<file path="src/design/mbu_pkg.sv">
// Shared widths, address codes and bus types of the memory bank unit
// CU address union, CU and I/O bus structs, decoded strobe struct

package mbu_pkg;

   ////////////////////
   // Widths
   ////////////////////

   // Bank register and data bus width
   localparam int DATA_W    = 8;
   // Eight bank registers, MB0 is MBP
   localparam int NUM_REGS  = 8;
   localparam int IDX_W     = 3;
   // Microcode read and write unit address width
   localparam int CU_ADDR_W = 5;

   ////////////////////
   // Address codes
   ////////////////////

   // read_mbp on the CU read address
   localparam logic [CU_ADDR_W-1:0] RD_MBP_CODE  = 5'b01101;
   // write_mbp, both 01100 and 01101
   localparam logic [3:0]           WR_MBP_GROUP = 4'b0110;
   // The four write_ar codes 001xx
   localparam logic [2:0]           AR_GROUP     = 3'b001;

   // I/O window &008-&00F, low three bits pick the register
   localparam logic [7:0] IO_BASE = 8'h08;

   // Extended address while the unit is still disabled
   localparam logic [DATA_W-1:0] FP_ROM_VALUE = 8'h80;
   localparam logic [DATA_W-1:0] FP_RAM_VALUE = 8'h00;

   ////////////////////
   // Types
   ////////////////////

   typedef logic [IDX_W-1:0] reg_idx_t;

   // CU write address, seen whole or as write_ar group plus index
   typedef union packed {
      logic [CU_ADDR_W-1:0] code;
      struct packed {
         logic [2:0] group;
         logic [1:0] sel;
      } ar;
   } cu_waddr_u;

   // Control unit side of the MBU
   typedef struct packed {
      logic [CU_ADDR_W-1:0] raddr;
      cu_waddr_u            waddr;
      logic [2:0]           ir;
      // Requests IR[2:0] indexing on write_ar 11
      logic                 ir_idx;
   } cu_bus_t;

   // Address bus side, all flags active high
   typedef struct packed {
      logic [7:0] ab;
      logic       sysdev;
      logic       r;
      logic       w;
   } io_bus_t;

   // Decoded strobes, all active high
   typedef struct packed {
      logic rd_mbp;
      logic wr_mbp;
      logic war;
      logic io_sel;
      logic io_wr;
   } mbu_strobes_t;

endpackage

</file>
<file path="src/design/mbu.sv">
// Memory bank unit top level
// Decoder, index select, bank registers and output stage

`timescale 1ns/1ps

module mbu
   import mbu_pkg::*;
(
   input  logic              clk4,
   input  logic              reset,
   // Microcode addresses, IR and auto-index request
   input  cu_bus_t           cu,
   // Address bus window and I/O strobes
   input  io_bus_t           io,
   // Internal bus data for register writes
   input  logic [DATA_W-1:0] wr_data,
   input  logic              fp_ram_rom,
   output logic [DATA_W-1:0] aext,
   output logic [DATA_W-1:0] ibus_data,
   output logic              ibus_drive,
   output logic [DATA_W-1:0] db_data,
   output logic              db_drive
);

   mbu_strobes_t      strobes;
   logic              wr_en;
   reg_idx_t          wr_idx;
   reg_idx_t          rd_idx;
   reg_idx_t          ab_idx;
   logic [DATA_W-1:0] rd_data;

   // Register number inside the I/O window
   assign ab_idx = io.ab[IDX_W-1:0];

   ////////////////////
   // Decoding
   ////////////////////

   mbu_decoder u_decoder (
      .cu      (cu),
      .io      (io),
      .strobes (strobes)
   );

   ////////////////////
   // Register file
   ////////////////////

   mbu_addr_select u_addr_select (
      .clk4    (clk4),
      .reset   (reset),
      .strobes (strobes),
      .cu      (cu),
      .ab_idx  (ab_idx),
      .wr_en   (wr_en),
      .wr_idx  (wr_idx),
      .rd_idx  (rd_idx)
   );

   mbu_regfile u_regfile (
      .clk4    (clk4),
      .wr_en   (wr_en),
      .wr_idx  (wr_idx),
      .rd_idx  (rd_idx),
      .wr_data (wr_data),
      .rd_data (rd_data)
   );

   ////////////////////
   // Outputs
   ////////////////////

   mbu_output u_output (
      .clk4       (clk4),
      .reset      (reset),
      .strobes    (strobes),
      .io_r       (io.r),
      .rd_data    (rd_data),
      .fp_ram_rom (fp_ram_rom),
      .aext       (aext),
      .ibus_data  (ibus_data),
      .ibus_drive (ibus_drive),
      .db_data    (db_data),
      .db_drive   (db_drive)
   );

endmodule

</file>
<file path="src/design/mbu_addr_select.sv">
// MBU register index selection
// Auto-index flag, write enable and index, read index priority

`timescale 1ns/1ps

module mbu_addr_select
   import mbu_pkg::*;
(
   input  logic         clk4,
   input  logic         reset,
   input  mbu_strobes_t strobes,
   input  cu_bus_t      cu,
   input  reg_idx_t     ab_idx,
   output logic         wr_en,
   output reg_idx_t     wr_idx,
   output reg_idx_t     rd_idx
);

   ////////////////////
   // Auto-index flag
   ////////////////////

   logic ir_idx_q;

   // Sampled every edge, applies one cycle later
   always_ff @(posedge clk4) begin
      if (reset) begin
         ir_idx_q <= 1'b0;
      end else begin
         ir_idx_q <= cu.ir_idx;
      end
   end

   ////////////////////
   // Write side
   ////////////////////

   // Either OUT or write_mbp writes a register
   assign wr_en = strobes.io_wr | strobes.wr_mbp;

   // OUT wins over write_mbp in the same cycle
   always_comb begin
      if (strobes.io_wr) begin
         wr_idx = ab_idx;
      end else begin
         // MBP
         wr_idx = '0;
      end
   end

   ////////////////////
   // Read side
   ////////////////////

   reg_idx_t ar_idx;

   // write_ar index: 00 MBP, 01 MBD, 10 MBS, 11 MB3 or IR[2:0]
   always_comb begin
      case (cu.waddr.ar.sel)
         2'b00: ar_idx = 3'd0;
         2'b01: ar_idx = 3'd1;
         2'b10: ar_idx = 3'd2;
         default: begin
            if (ir_idx_q) begin
               ar_idx = cu.ir;
            end else begin
               ar_idx = 3'd3;
            end
         end
      endcase
   end

   // read_mbp, then write_ar, then the address bus
   always_comb begin
      if (strobes.rd_mbp) begin
         rd_idx = '0;
      end else if (strobes.war) begin
         rd_idx = ar_idx;
      end else begin
         rd_idx = ab_idx;
      end
   end

endmodule

</file>
<file path="src/design/mbu_decoder.sv">
// MBU address decoder
// CU read and write codes plus the I/O window into active high strobes

`timescale 1ns/1ps

module mbu_decoder
   import mbu_pkg::*;
(
   input  cu_bus_t      cu,
   input  io_bus_t      io,
   output mbu_strobes_t strobes
);

   ////////////////////
   // CU decoding
   ////////////////////

   logic rd_mbp_hit;
   logic wr_mbp_hit;
   logic war_hit;

   // read_mbp, one exact code
   assign rd_mbp_hit = (cu.raddr == RD_MBP_CODE);

   // write_mbp, the lowest code bit is a don't care
   assign wr_mbp_hit = (cu.waddr.code[CU_ADDR_W-1:1] == WR_MBP_GROUP);

   // write_ar_xx, group field only
   // The sel field is picked up by the index select
   assign war_hit = (cu.waddr.ar.group == AR_GROUP);

   ////////////////////
   // I/O decoding
   ////////////////////

   logic window_hit;
   logic io_sel_hit;

   // AB[7]=0, AB[6:4]=000, AB[3]=1
   // Low bits are the register index and take no part here
   assign window_hit = (io.ab[7:IDX_W] == IO_BASE[7:IDX_W]);

   // System device space only
   assign io_sel_hit = window_hit & io.sysdev;

   ////////////////////
   // Strobe bundle
   ////////////////////

   always_comb begin
      strobes        = '0;
      strobes.rd_mbp = rd_mbp_hit;
      strobes.wr_mbp = wr_mbp_hit;
      strobes.war    = war_hit;
      strobes.io_sel = io_sel_hit;
      // OUT to a bank register
      strobes.io_wr  = io_sel_hit & io.w;
   end

endmodule

</file>
<file path="src/design/mbu_output.sv">
// MBU output stage
// Enable flip-flop, power-on AEXT default, IBus and DB drive enables

`timescale 1ns/1ps

module mbu_output
   import mbu_pkg::*;
(
   input  logic              clk4,
   input  logic              reset,
   input  mbu_strobes_t      strobes,
   input  logic              io_r,
   input  logic [DATA_W-1:0] rd_data,
   input  logic              fp_ram_rom,
   output logic [DATA_W-1:0] aext,
   output logic [DATA_W-1:0] ibus_data,
   output logic              ibus_drive,
   output logic [DATA_W-1:0] db_data,
   output logic              db_drive
);

   ////////////////////
   // Enable flip-flop
   ////////////////////

   logic enabled;

   // Cleared by reset, set by the first OUT and then held
   always_ff @(posedge clk4) begin
      if (reset) begin
         enabled <= 1'b0;
      end else if (strobes.io_wr) begin
         enabled <= 1'b1;
      end
   end

   ////////////////////
   // Extended address
   ////////////////////

   logic [DATA_W-1:0] fp_default;

   // Front panel switch, 1 selects ROM at &80
   assign fp_default = fp_ram_rom ? FP_ROM_VALUE : FP_RAM_VALUE;

   // Always driven, the MBU is the only source
   assign aext = enabled ? rd_data : fp_default;

   ////////////////////
   // Bus drives
   ////////////////////

   // read_mbp puts AEXT on the IBus, never while reset is held
   assign ibus_data  = aext;
   assign ibus_drive = strobes.rd_mbp & ~reset;

   // IN from a bank register, also quiet in reset
   assign db_data  = aext;
   assign db_drive = strobes.io_sel & io_r & ~reset;

endmodule

</file>
<file path="src/design/mbu_regfile.sv">
// MBU bank register storage
// Eight 8-bit registers, clocked write and combinational read

`timescale 1ns/1ps

module mbu_regfile
   import mbu_pkg::*;
(
   input  logic              clk4,
   input  logic              wr_en,
   input  reg_idx_t          wr_idx,
   input  reg_idx_t          rd_idx,
   input  logic [DATA_W-1:0] wr_data,
   output logic [DATA_W-1:0] rd_data
);

   ////////////////////
   // Storage
   ////////////////////

   // MB0 is MBP, MB1 MBD, MB2 MBS
   // All registers come up as zero
   logic [DATA_W-1:0] regs [NUM_REGS] = '{default: '0};

   // One register per cycle
   // The new value is readable in the following cycle
   always_ff @(posedge clk4) begin
      if (wr_en) begin
         regs[wr_idx] <= wr_data;
      end
   end

   ////////////////////
   // Read port
   ////////////////////

   // Feeds AEXT directly, so no register here
   assign rd_data = regs[rd_idx];

endmodule

</file>
<file path="config.mk">
export PLATFORM = sky130hd
export DESIGN_NAME = mbu
export DESIGN_NICKNAME = d
export VERILOG_FILES = /design/src/design/mbu_pkg.sv /design/src/design/mbu.sv /design/src/design/mbu_addr_select.sv /design/src/design/mbu_decoder.sv /design/src/design/mbu_output.sv /design/src/design/mbu_regfile.sv
export SDC_FILE = /design/constraint.sdc
export NUM_CORES = 1
export LEC_CHECK = 0
export BUFFER_PORTS_ARGS = -buffer_cell sky130_fd_sc_hd__clkbuf_2
export CAP_MARGIN = 15
export CELL_PAD_IN_SITES_DETAIL_PLACEMENT = 0
export CELL_PAD_IN_SITES_GLOBAL_PLACEMENT = 1
export CORE_MARGIN = 3
export CORE_UTILIZATION = 49
export DETAILED_ROUTE_END_ITERATION = 8
export PLACE_DENSITY = 0.95
export SLEW_MARGIN = 5
export SYNTH_ARGS = -nofsm -noshare
export SYNTH_HDL_FRONTEND = slang
export SYNTH_HIERARCHICAL = 1
export SYNTH_SLANG_ARGS = --single-unit
</file>
<file path="constraint.sdc">
create_clock -name clk4 -period 7.5 [get_ports clk4]
set_clock_uncertainty 0.05 [all_clocks]
set_input_delay 0.375 -clock clk4 [delete_from_list [all_inputs] [get_ports clk4]]
set_output_delay 0.375 -clock clk4 [all_outputs]
set_load 0.05 [all_outputs]
</file>
# Word-level counts from Yosys, hierarchy flattened
# Memory sizes are Yosys's and may differ from the RTL's.
# Cells that the tools add are included.
dict set report word_totals {
  reg_bits 2
  ramBits 64
  out_inout_bits 26
  mem_count 1
}
# memory words word_bits rd rd_clocked_by_memory_dff write_ports line_no
set mem_list {}
lappend mem_list {u_regfile.regs 8 8 1 0 1 mbu_regfile.sv:23} ;# logic [DATA_W-1:0] regs [NUM_REGS] = '{default: '0};
dict set report classes {
  eq_ne 6
  mux 9
  bitwise_logic 7
  n_reduce_logical 1
}
# op n
set op_table {}
lappend op_table {{2-to-1 mux 8 bit} 2}
lappend op_table {{2-to-1 mux 3 bit} 4}
lappend op_table {{one-hot mux 3 bit (3 select lines)} 1}
lappend op_table {{bitwise AND 1 bit} 5}
lappend op_table {{equality test 5 x 1 -> 1 bit (second input constant)} 1}
lappend op_table {{equality test 5 x 4 -> 1 bit (second input constant)} 1}
lappend op_table {{equality test 4 x 3 -> 1 bit (second input constant)} 1}
lappend op_table {{equality test 3 x 1 -> 1 bit (second input constant)} 1}
lappend op_table {{equality test 2 x 1 -> 1 bit (second input constant)} 1}
lappend op_table {{equality test 2 bit (second input constant)} 1}
lappend op_table {{zero test 2 bit} 1}
lappend op_table {{2-to-1 mux 1 bit} 2}
lappend op_table {{inverter 1 bit} 1}
lappend op_table {{OR 1 bit} 1}

# Logic depth before layout (Yosys ltp)
# Gate-level depths: netlist of the first run.
dict set report logic_depth {
  depth_word 6
  ltp_mapped 11
  mapped_depth_nobuf 7
}

# By module
# The synthesis of the first run kept the hierarchy.
# mod n_inst cells_per_inst area_each_um2 seq_area_each_um2
set by_module_without_submodules {}
lappend by_module_without_submodules {mbu_regfile 1 106 2531.2 1921.8}
lappend by_module_without_submodules {mbu_output 1 28 232.7 20.0}
lappend by_module_without_submodules {mbu_addr_select 1 16 127.6 20.0}
lappend by_module_without_submodules {mbu_decoder 1 12 91.3 0.0}

# Least setup slack after synthesis of the first run
# Ideal clock, no wire load.
dict set report synth_path {
  kind {input port to output port}
  start {in cu[6] (netlist name)}
  end {out db_data[7]}
  arrival_ns 2.676
  setup_slack_ns 4.399
  cell_stages 10
  path_buffers 4
  path_cell_list {nor3b_1 buf_4 and4b_2 nor3_1 buf_6 buf_12 mux4_1 mux2_2 mux2_4 buf_4}
}
# element line_no
set synth_lines {}
lappend synth_lines {{start: declaration} mbu.sv:12} ;# input cu_bus_t cu,
lappend synth_lines {{end: declaration} mbu.sv:21} ;# output logic [DATA_W-1:0] db_data,

==> results by group, run 1 <==
Yosys
  – Cells after synthesis: 162
  – Syn Nets: 198
  – Post-synth cell types: 33
  – Ys Warns: 6
  – Flops & latches, synth: 66
  – Avg Inst Size Synth: 18.4 µm²
  – Seq/Total Area, Yosys: 65.8%
  – Mapped Area: 2980 µm²

Worst hold path
  – Class of the worst hold path: in -> reg
  – Hold Path Origin: reset
  – Hold EP: u_addr_select/ir_idx_q
  – Worst Hold Depth: 2

Route
  – Routed length per instance: 18.0 µm
  – Final WL: 5.23 mm
  – Post-route ant nets: 0
  – 1st-pass router iterations: 4
  – Drt first-iter violations: 112
  – DRC: 0
  – Via/cell ratio: 5.30
  – DR vias: 1543

Floorplan
  – Core Area: 5710 µm²
  – # rows: 27
  – Starting density of the core: 52.2%
  – Die Height: 84.0 µm
  – Die Wd: 84.0 µm
  – # IOs: 62
  – Die ar.: 7060 µm²

Timing
  – Sum of negative setup slack: 0 ns
  – Final slew viol count: 0
  – Final setup violation count: 0
  – Worst-Margin Slew: 0.953 ns
  – RSZ-0062 raised after global routing: false
  – Final Cycle Share: 46.3%
  – Fin. Hold Viols: 0
  – Fin Hold WS: 0.201 ns
  – Slew Limit Headroom: 36.2%
  – Fin crit period: 3.47 ns
  – Final Worst Setup Slack: 4.03 ns
  – Fmax: 288 MHz

Worst setup path
  – Worst r2r path cells: 1
  – Worst Path Arrival: 3.05 ns
  – Slowest stage delay, CP: 0.60 ns
  – Critical path capture point type: output pin
  – Cell Chain, Critical Path: clkbuf_2, nor3b_1, mux2i_1, nor3_2, buf_4, mux4_1, mux2_2, mux2_4, clkbuf_2
  – Crit path kind: in -> out
  – Reg2reg end: u_output/enabled
  – CP Data Required Time: 7.07 ns
  – CP max-delay cell: nor3b_1
  – CP max FO: 16
  – R2r setup slk: 6.66 ns
  – CP most frequent cell: clkbuf_2
  – Worst setup SP type: input port
  – Reg2Reg Launch Point: u_output/enabled

Clock tree
  – Number of CTS-inserted buffers: 9
  – Worst skew pair latency: 0.32 ns
  – Hold_buf cts: 0
  – CTS sink cnt: 66
  – Root buffer cell: clkbuf_8
  – CTS Buffer Depth: 2
  – Clock transition at path regs: 0.06 ns
  – H-tree depth: 3
  – Post-CTS Setup Repair Bufs: 0
  – Post-CTS sizing: 0
  – CTS tree: built

Cells and area
  – Share of cells above drive strength 1: 47.0%
  – Ant diodes: 0
  – Register area: 1960 µm²
  – FILL cells: 412
  – Nets@finish: 250
  – Fin util: 59.8%
  – Final instance area: 3420 µm²
  – Area occupied by multi-input gates: 837 µm²
  – Fin cells: 291
  – Area growth, synth to finish: 14.5%

Place
  – Setup WS pre-CTS: 4.05 ns
  – Post-DP HPWL: 3.65 mm
  – I/O Buffers: 61
  – Gpl congestion: 0.767
  – DP Area: 3230 µm²
  – Placed cells: 275

Global routing
  – Initial antenna violation count: 0
  – Vias in the first global route: 1598
  – Global-route usage over all layers: 15.8%
  – First-pass GRT wire length: 8.21 mm
  – GR Overflow Total: 0
  – Largest net degree at the start of global routing: 17

Run status
  – Status: complete, no violations

Power and ir drop
  – Total leakage power: 1.29 nW
  – Peak VDD IR: 0.128 mV
  – Power per cell area: 214 nW/µm²
  – Power after layout: 0.731 mW

Job
  – Max Cap Viol: 0
## critical path: cells and delay by family
kind          cells  cell delay (ns)
buf+inv           3             0.61
mux               4             1.33
simple gates      2             0.73
## report_power, final
part	total, mW	internal, mW	switching, mW	leakage (nW)
clock	0.271	0.149	0.122	0.0939
sequential	0.407	0.406	0.000675	0.592
combinational	0.0527	0.0271	0.0256	0.604
total	0.731	0.582	0.148	1.29
## kinds of logic (layout without fill, tap and decap cells)
| group | after synthesis | count (layout) | synth area share [%] |
|---|---|---|---|
| DFF | 66 | 66 | 65.8 |
| muxes | 27 | 27 | 18.2 |
| buffers and inverters | 25 | 82 | 6.50 |
| and+or+nand+nor | 42 | 42 | 8.98 |
| AOI/OAI and AO/OA | 2 | 2 | 0.587 |
## flip-flops by register name, indices dropped and copies added, names as in the netlist
signal	cells
u_addr_select/ir_idx_q	1
u_output/enabled	1
u_regfile/regs	64
## cells in the mapped netlist
library cell  count  area share, %
buf_12            1           0.67
nor2b_1           2           0.42
or2_2             1           0.21
buf_6             1           0.38
nor2_1            7           0.88
nand2b_1          3           0.63
mux2_2            8            3.0
mux4_2            1           0.75
nor4bb_1          1           0.34
o31ai_1           1           0.25
clkbuf_1          1           0.13
buf_2             1           0.17
dfxtp_1           2            1.3
and4b_1           1           0.34
nand4b_1          1           0.29
mux2_4            1           0.50
or3b_1            1           0.29
and3b_1           1           0.29
buf_4            20            5.0
and2_2            7            1.8
mux4_1           15             13
o21ba_2           1           0.34
buf_1             1           0.13
nand3_1           1           0.17
or4b_1            1           0.34
nor3b_2           1           0.42
nand2_1           4           0.50
nor3b_1           1           0.25
mux2i_1           2           0.67
nor3_1            5           0.84
edfxtp_1         64             64
and4b_2           1           0.38
and2_1            3           0.63
## area by class of cell
cell class                      count  area share [%]
Tap cell                           72            2.64
Multi-Input combinational cell     71            24.5
Timing Repair Buffer               66            10.0
Clock inverter                      7            1.76
Clock buffer                        9            3.63
Sequential cell                    66            57.4
## cell usage in the layout, fill, tap and decap left out
| master | instances |
|---|---|
| nor3b_1 | 1 |
| nand2_1 | 4 |
| clkinv_2 | 3 |
| or4b_1 | 1 |
| nor3_1 | 4 |
| and2_2 | 7 |
| bufinv_16 | 1 |
| buf_4 | 5 |
| nor2_1 | 7 |
| mux2i_1 | 2 |
| mux2_2 | 8 |
| or3b_1 | 1 |
| nor2b_1 | 2 |
| o21ba_2 | 1 |
| nor3b_2 | 1 |
| mux2_4 | 1 |
| clkinv_1 | 2 |
| o31ai_2 | 1 |
| nand2b_1 | 3 |
| nor4bb_1 | 1 |
| clkinvlp_4 | 1 |
| nand4b_1 | 1 |
| and2_1 | 3 |
| and3b_1 | 1 |
| nor3_2 | 1 |
| and4b_1 | 1 |
| clkbuf_8 | 9 |
| mux4_1 | 15 |
| and4b_2 | 1 |
| mux4_2 | 1 |
| clkbuf_2 | 61 |
| or2_2 | 1 |
| dfxtp_1 | 2 |
| edfxtp_1 | 64 |
| nand3_1 | 1 |
## metal layers
layer	vias to the layer above	share of wire, %	GRT usage [%]
met5	-	0	0
li1	740	-	-
met3	5	3.9	3.95
met2	36	56	27.6
met4	0	1.3	7.46
met1	762	38	18.0
## how the worst max path moves through the flow
stage               start    endpoint  slack, ns  depth (start not counted)
finish              cu[8]  db_data[7]       4.03                          9
global route        cu[8]  db_data[7]       3.84                          9
CTS                 cu[8]  db_data[7]       4.04                          9
detailed placement  cu[8]  db_data[7]       4.05                          9
global placement    cu[8]  db_data[7]       4.11                          9
floorplan           cu[6]  db_data[7]       4.40                         10
No activity file was read; power rests on OpenSTA's default activity.
==> run 2: changes to the inputs <==
--- a/config.mk
+++ b/config.mk
@@ -5,14 +5,15 @@
 export SDC_FILE = /design/constraint.sdc
 export NUM_CORES = 1
 export LEC_CHECK = 0
+export ABC_AREA = 1
 export BUFFER_PORTS_ARGS = -buffer_cell sky130_fd_sc_hd__clkbuf_2
 export CAP_MARGIN = 15
 export CELL_PAD_IN_SITES_DETAIL_PLACEMENT = 0
 export CELL_PAD_IN_SITES_GLOBAL_PLACEMENT = 1
 export CORE_MARGIN = 3
-export CORE_UTILIZATION = 49
+export CORE_UTILIZATION = 38
 export DETAILED_ROUTE_END_ITERATION = 8
-export PLACE_DENSITY = 0.95
+export PLACE_DENSITY = 0.87
 export SLEW_MARGIN = 5
 export SYNTH_ARGS = -nofsm -noshare
 export SYNTH_HDL_FRONTEND = slang
==> constraint.sdc (replaced) <==
create_clock -name clk4 -period 2.8 [get_ports clk4]
set_clock_uncertainty 0.05 [all_clocks]
set_input_delay 0.14 -clock clk4 [delete_from_list [all_inputs] [get_ports clk4]]
set_output_delay 0.14 -clock clk4 [all_outputs]
set_load 0.05 [all_outputs]
==> run 2 against run 1 <==
  * Combinational power rose to 3.8 times the previous value
  * Highest routed layer unchanged
  * Clock power rose to 2.7 times the previous value
  * Non-clock buffer count rose by 11
  * Sequential power rose to 2.7 times the previous value
  * Utilization fell by 14 points
  * Die area rose by 43%
  * Register-to-register slack got worse by 4.8 ns
  * Global-route usage fell by 1.7 points
==> results by group, run 2 <==
Place
  – Post-DP HPWL: 4.48 mm
  – DP Area: 3660 µm²
  – Gpl congestion: 0.775
  – I/O Buffers: 61
  – Placed cells: 530
  – Setup WS pre-CTS: 0.534 ns

Worst setup path
  – Slowest stage delay, CP: 0.35 ns
  – CP most frequent cell: nand2_1
  – Crit path kind: reg -> out
  – CP max FO: 32
  – Worst Path Arrival: 2.15 ns
  – Critical path capture point type: output pin
  – CP max-delay cell: dfxtp_1
  – CP Data Required Time: 2.61 ns
  – Cell Chain, Critical Path: nand3_1, nor2_1, nor3_4, buf_4, inv_4, nand2_1, nand3_1, nand2_1, nand2_1, nand2_1, nand2_1, inv_1, clkbuf_2
  – CP bufs+invs: 4
  – Critical path's top delay family: buffers and inverters
  – Worst setup SP type: flop

Timing
  – Fin. Hold Viols: 0
  – Slew Limit Headroom: 65.9%
  – Fmax: 428 MHz
  – Final slew viol count: 0
  – Final setup violation count: 0
  – Fin crit period: 2.34 ns
  – Fin Hold WS: 0.0190 ns
  – Final Worst Setup Slack: 0.461 ns
  – Sum of negative setup slack: 0 ns
  – Worst-Margin Slew: 0.511 ns
  – Final Cycle Share: 83.5%
  – RSZ-0062 raised after global routing: false

Yosys
  – Cells after synthesis: 383
  – Area leader, netlist: edfxtp_1
  – EDFF count, synth: 64
  – Largest family of logic cells by synthesized area: simple AND/OR/NAND/NOR gates
  – Post-synth top flop: edfxtp_1
  – Synth Area in XOR/XNOR: 0%
  – Mapped Area: 3380 µm²
  – Post-synthesis mux area share: 0%
  – Most frequent cell after synthesis: nand2_1
  – Flops & latches, synth: 66
  – Ys Warns: 6
  – Seq/Total Area, Yosys: 58.1%
  – Post-synth cell types: 20
  – Area fraction of the dominant cell type after synthesis: 56.9%
  – Synth cell count leaders: nand2_1 (126), inv_1 (90), edfxtp_1 (64), nand3_1 (34), buf_4 (23)
  – Compound-Gate Fraction of Synth Area: 0.740%
  – Avg Inst Size Synth: 8.82 µm²
  – Synth Area in Adders: 0%
  – Ys async rst share: 0%
  – Syn Nets: 419
  – Synth Area in Simple Gates: 23.1%
  – Synth area leaders: edfxtp_1 (57%), nand2_1 (14%), inv_1 (10%)

Clock tree
  – Clock transition at path regs: 0.06 ns
  – Worst skew pair latency: 0.33 ns
  – CTS sink cnt: 66
  – Hold_buf cts: 3
  – H-tree depth: 3
  – CTS tree: built
  – Post-CTS sizing: 0
  – CTS Buffer Depth: 2
  – Post-CTS Setup Repair Bufs: 0
  – Number of CTS-inserted buffers: 9
  – Root buffer cell: clkbuf_8

Floorplan
  – Core Area: 8420 µm²
  – Die Height: 100 µm
  – Die Wd: 100 µm
  – Die ar.: 10100 µm²
  – # rows: 33
  – # IOs: 62
  – Starting density of the core: 40.1%

Run status
  – Status: complete, no violations

Cells and area
  – Number of flip-flops in the largest register: 64
  – Most flop-heavy register: u_regfile/regs
  – Fin util: 45.9%
  – Commonest non-fill, non-tap cells in the layout: nand2_1 (126), inv_1 (90), edfxtp_1 (64)
  – Nets@finish: 475
  – Final instance area: 3870 µm²
  – Share of cells above drive strength 1: 21.8%
  – Commonest non-fill, non-tap cell in the layout: nand2_1
  – Ant diodes: 0
  – Regs by FF count: u_regfile/regs (64), u_addr_select/ir_idx_q (1), u_output/enabled (1)
  – Area growth, synth to finish: 14.4%
  – Fin cells: 549

Power and ir drop
  – Power after layout: 2.02 mW
  – Power per cell area: 521 nW/µm²
  – Total leakage power: 1.97 nW
  – Peak VDD IR: 0.284 mV

Route
  – Via/cell ratio: 4.26
  – DRC: 0
  – Post-route ant nets: 0
  – DR vias: 2336
  – Final WL: 6.53 mm
  – 1st-pass router iterations: 4
  – Routed length per instance: 11.9 µm
  – Drt first-iter violations: 120

Global routing
  – Global-route usage over all layers: 14.1%
  – Vias in the first global route: 2164
  – GR Overflow Total: 0
  – Largest net degree at the start of global routing: 33
  – Initial antenna violation count: 0
  – First-pass GRT wire length: 10.6 mm

Worst hold path
  – Class of the worst hold path: in -> reg

Job
  – Max Cap Viol: 0
[run 2: changes by cell type after synthesis, sizes merged, moves of 3 or more]
cell    change
buf         +8
and2       -10
nand2b      -3
mux2        -9
inv        +93
nand3      +34
o21ai       +3
nor2       +13
mux4       -16
nand2     +122
[run 2: layer usage]
metal  up-vias  GRT usage (%)  part of all wire (%)
met5         -              0                     0
met1      1035           16.8                    43
li1       1255              -                     -
met2        40           24.4                    53
met3         6           2.15                   3.2
met4         0           7.46                   1.7
[run 2: final timing paths]
kind | startpoint | to | slack, ns | cells after the start
max | u_addr_select/ir_idx_q | aext[4] | 0.46 | 13
min | wr_data[5] | u_regfile/regs[4][5] | 0.02 | 1
max reg2reg | u_output/enabled | u_output/enabled | 1.87 | 2
min reg2reg | u_output/enabled | u_output/enabled | 0.69 | 2
[run 2: cells by family (layout without fill, tap and decap cells)]
family	count (synthesis)	in the layout
compound gates	5	5
buf+inv	125	186
simple gates	187	187
flops	66	66
[run 2: area by class of cell]
| type | count | area [µm²] |
|---|---|---|
| multi-input cells | 192 | 811 |
| repair buffers | 77 | 433 |
| flip-flops and latches | 66 | 1960 |
| well taps | 105 | 131 |
| inverters | 93 | 352 |
| fillers | 840 | 4560 |
| clock buffers | 13 | 139 |
| clock inverters | 3 | 40.0 |
[run 2: power breakdown]
part	internal [mW]	leakage (nW)	switching (mW)	total [mW]
sequential	1.09	0.592	0.00200	1.09
combinational	0.0701	1.28	0.128	0.198
clock	0.409	0.0914	0.318	0.728
total	1.57	1.97	0.448	2.02
==> run 3: changes to the inputs <==
--- a/config.mk
+++ b/config.mk
@@ -11,9 +11,9 @@
 export CELL_PAD_IN_SITES_DETAIL_PLACEMENT = 0
 export CELL_PAD_IN_SITES_GLOBAL_PLACEMENT = 1
 export CORE_MARGIN = 3
-export CORE_UTILIZATION = 38
+export CORE_UTILIZATION = 42
 export DETAILED_ROUTE_END_ITERATION = 8
-export PLACE_DENSITY = 0.87
+export PLACE_DENSITY = 0.91
 export SLEW_MARGIN = 5
 export SYNTH_ARGS = -nofsm -noshare
 export SYNTH_HDL_FRONTEND = slang
==> constraint.sdc (replaced) <==
create_clock -name clk4 -period 2.3 [get_ports clk4]
set_clock_uncertainty 0.05 [all_clocks]
set_input_delay 0.115 -clock clk4 [delete_from_list [all_inputs] [get_ports clk4]]
set_output_delay 0.115 -clock clk4 [all_outputs]
set_load 0.05 [all_outputs]
==> run 3 against run 2 <==
  * Global-route usage rose by 2.4 points
  * Critical path depth unchanged
  * Flip-flop and latch count did not move
==> results by group, run 3 (synthesized netlist as in run 2, its figures left out) <==
Cells and area
  – Register area: 1960 µm²
  – Final instance area: 4200 µm²
  – Share of cells above drive strength 1: 26.3%
  – Commonest non-fill, non-tap cells in the layout: nand2_1 (121), inv_1 (87), edfxtp_1 (64)
  – Area growth, synth to finish: 24.3%
  – Area occupied by multi-input gates: 872 µm²
  – Number of flip-flops in the largest register: 64
  – Commonest non-fill, non-tap cell in the layout: nand2_1
  – Ant diodes: 0
  – Nets@finish: 487
  – Fin cells: 558
  – Regs by FF count: u_regfile/regs (64), u_addr_select/ir_idx_q (1), u_output/enabled (1)
  – FILL cells: 699
  – Most flop-heavy register: u_regfile/regs

Global routing
  – GR Overflow Total: 0
  – Vias in the first global route: 2286
  – Initial antenna violation count: 0
  – Global-route usage over all layers: 16.4%
  – First-pass GRT wire length: 11.0 mm
  – Largest net degree at the start of global routing: 17

Route
  – 1st-pass router iterations: 4
  – Final WL: 7.17 mm
  – DR vias: 2495
  – Post-route ant nets: 0
  – DRC: 0
  – Routed length per instance: 12.8 µm
  – Drt first-iter violations: 207
  – Via/cell ratio: 4.47

Floorplan
  – Starting density of the core: 43.5%
  – # IOs: 62
  – Core Area: 7770 µm²
  – # rows: 32
  – Die ar.: 9160 µm²
  – Die Height: 95.7 µm
  – Die Wd: 95.7 µm

Clock tree
  – CTS sink cnt: 66
  – Number of CTS-inserted buffers: 9
  – H-tree depth: 3
  – CTS Buffer Depth: 2
  – CTS tree: built
  – Root buffer cell: clkbuf_8
  – Clock transition at path regs: 0.06 ns
  – Worst skew pair latency: 0.33 ns

Place
  – Gpl congestion: 0.811
  – Post-DP HPWL: 4.51 mm
  – I/O Buffers: 61
  – DP Area: 3670 µm²
  – Placed cells: 529

Timing
  – Final slew viol count: 0
  – Final setup violation count: 0
  – Sum of negative setup slack: 0 ns
  – Fin Hold WS: 0.0121 ns
  – Final Cycle Share: 95.6%
  – Fin crit period: 2.20 ns
  – Fmax: 455 MHz
  – Slew Limit Headroom: 64.5%
  – Fin. Hold Viols: 0
  – Worst-Margin Slew: 0.531 ns
  – RSZ-0062 raised after global routing: true

Worst setup path
  – Crit path kind: reg -> out
  – CP max-delay cell: dfxtp_2
  – Critical path's top delay family: simple AND/OR/NAND/NOR gates
  – Worst r2r path cells: 2
  – Worst setup SP type: flop
  – Cell Chain, Critical Path: nand3_2, nor2_4, nor3_4, buf_6, inv_8, nand2_2, nand3_2, nand2_1, nand2_1, nand2_1, nand2_1, inv_2, clkbuf_16
  – Reg2reg end: u_output/enabled
  – CP Data Required Time: 2.13 ns
  – CP max FO: 16
  – Reg2Reg Launch Point: u_output/enabled
  – Slowest stage delay, CP: 0.33 ns
  – Worst Path Arrival: 2.03 ns
  – CP most frequent cell: nand2_1
  – CP bufs+invs: 4
  – Critical path capture point type: output pin
  – R2r setup slk: 1.37 ns

Run status
  – Status: complete, no violations

Worst hold path
  – Worst Hold Depth: 1
  – Hold EP: u_regfile/regs[6][0]
  – Class of the worst hold path: in -> reg
  – Hold Path Origin: wr_data[0]

Job
  – Max Cap Viol: 0

Power and ir drop
  – Total leakage power: 2.07 nW
  – Power after layout: 2.49 mW
  – Peak VDD IR: 0.259 mV
  – Power per cell area: 592 nW/µm²
==> run 3: power by group <==
| group | switching (mW) | internal [mW] | total (mW) |
|---|---|---|---|
| clock | 0.376 | 0.492 | 0.867 |
| combinational | 0.178 | 0.115 | 0.293 |
| sequential | 0.00272 | 1.32 | 1.33 |
| total | 0.556 | 1.93 | 2.49 |
==> run 3: worst register-to-register path: cells and delay by family (launching register included) <==
| family | cells | cell delay [ns] |
|---|---|---|
| AND/OR/NAND/NOR | 2 | 0.17 |
| flip-flops | 1 | 0.65 |
==> run 3: how the worst max path moves through the flow <==
stage                            from           end  slack (ns)  depth (start not counted)
6_report       u_addr_select/ir_idx_q       aext[3]        0.10                         13
5_1_grt        u_addr_select/ir_idx_q    db_data[0]       -0.04                         11
4_1_cts                         cu[8]  ibus_data[0]        0.02                         13
3_5_place_dp                    cu[8]    db_data[3]       -0.69                         14
3_3_place_gp                    cu[8]       aext[2]       -0.61                         14
2_1_floorplan                   cu[8]    db_data[7]        0.22                         15
==> run 3: area by class of cell <==
type / count / share of cell area [%]
Timing Repair Buffer: 87 / 16.5
Inverter: 93 / 8.55
Tap cell: 102 / 3.04
Sequential cell: 66 / 46.7
Timing Repair inverter: 1 / 0.208
Multi-Input combinational cell: 193 / 20.8
Clock inverter: 4 / 1.01
Clock buffer: 12 / 3.22
==> run 3: routing by layer <==
metal | part of all wire [%] | vias to the layer above | routed length, µm | track usage, %
met5 | 0 | - | 0 | 0
met4 | 2.2 | 0 | 155 | 8.77
met3 | 7.2 | 12 | 515 | 3.52
met2 | 50 | 81 | 3600 | 26.4
met1 | 40 | 1113 | 2890 | 20.8
li1 | - | 1289 | - | -
==> run 3: per-stage QoR <==
stage / worst slack (ns) / util, %
floorplan: 0.215 / -
global placement: -0.605 / 47.2
detailed placement: -0.694 / 47.2
CTS: 0.0158 / 52.9
global route: -0.0414 / 54.1
finish: 0.102 / 54.1
==> run 3: repair_timing <==
action                                  in CTS  in global routing
setup buffers                                5                  2
hold buffers                                 6                  0
gates cloned                                 2                  0
endpoints found under the hold margin       26                  0
pin swaps                                    5                  6
endpoints found under the setup margin      24                 24
gates resized for setup                     41                 43
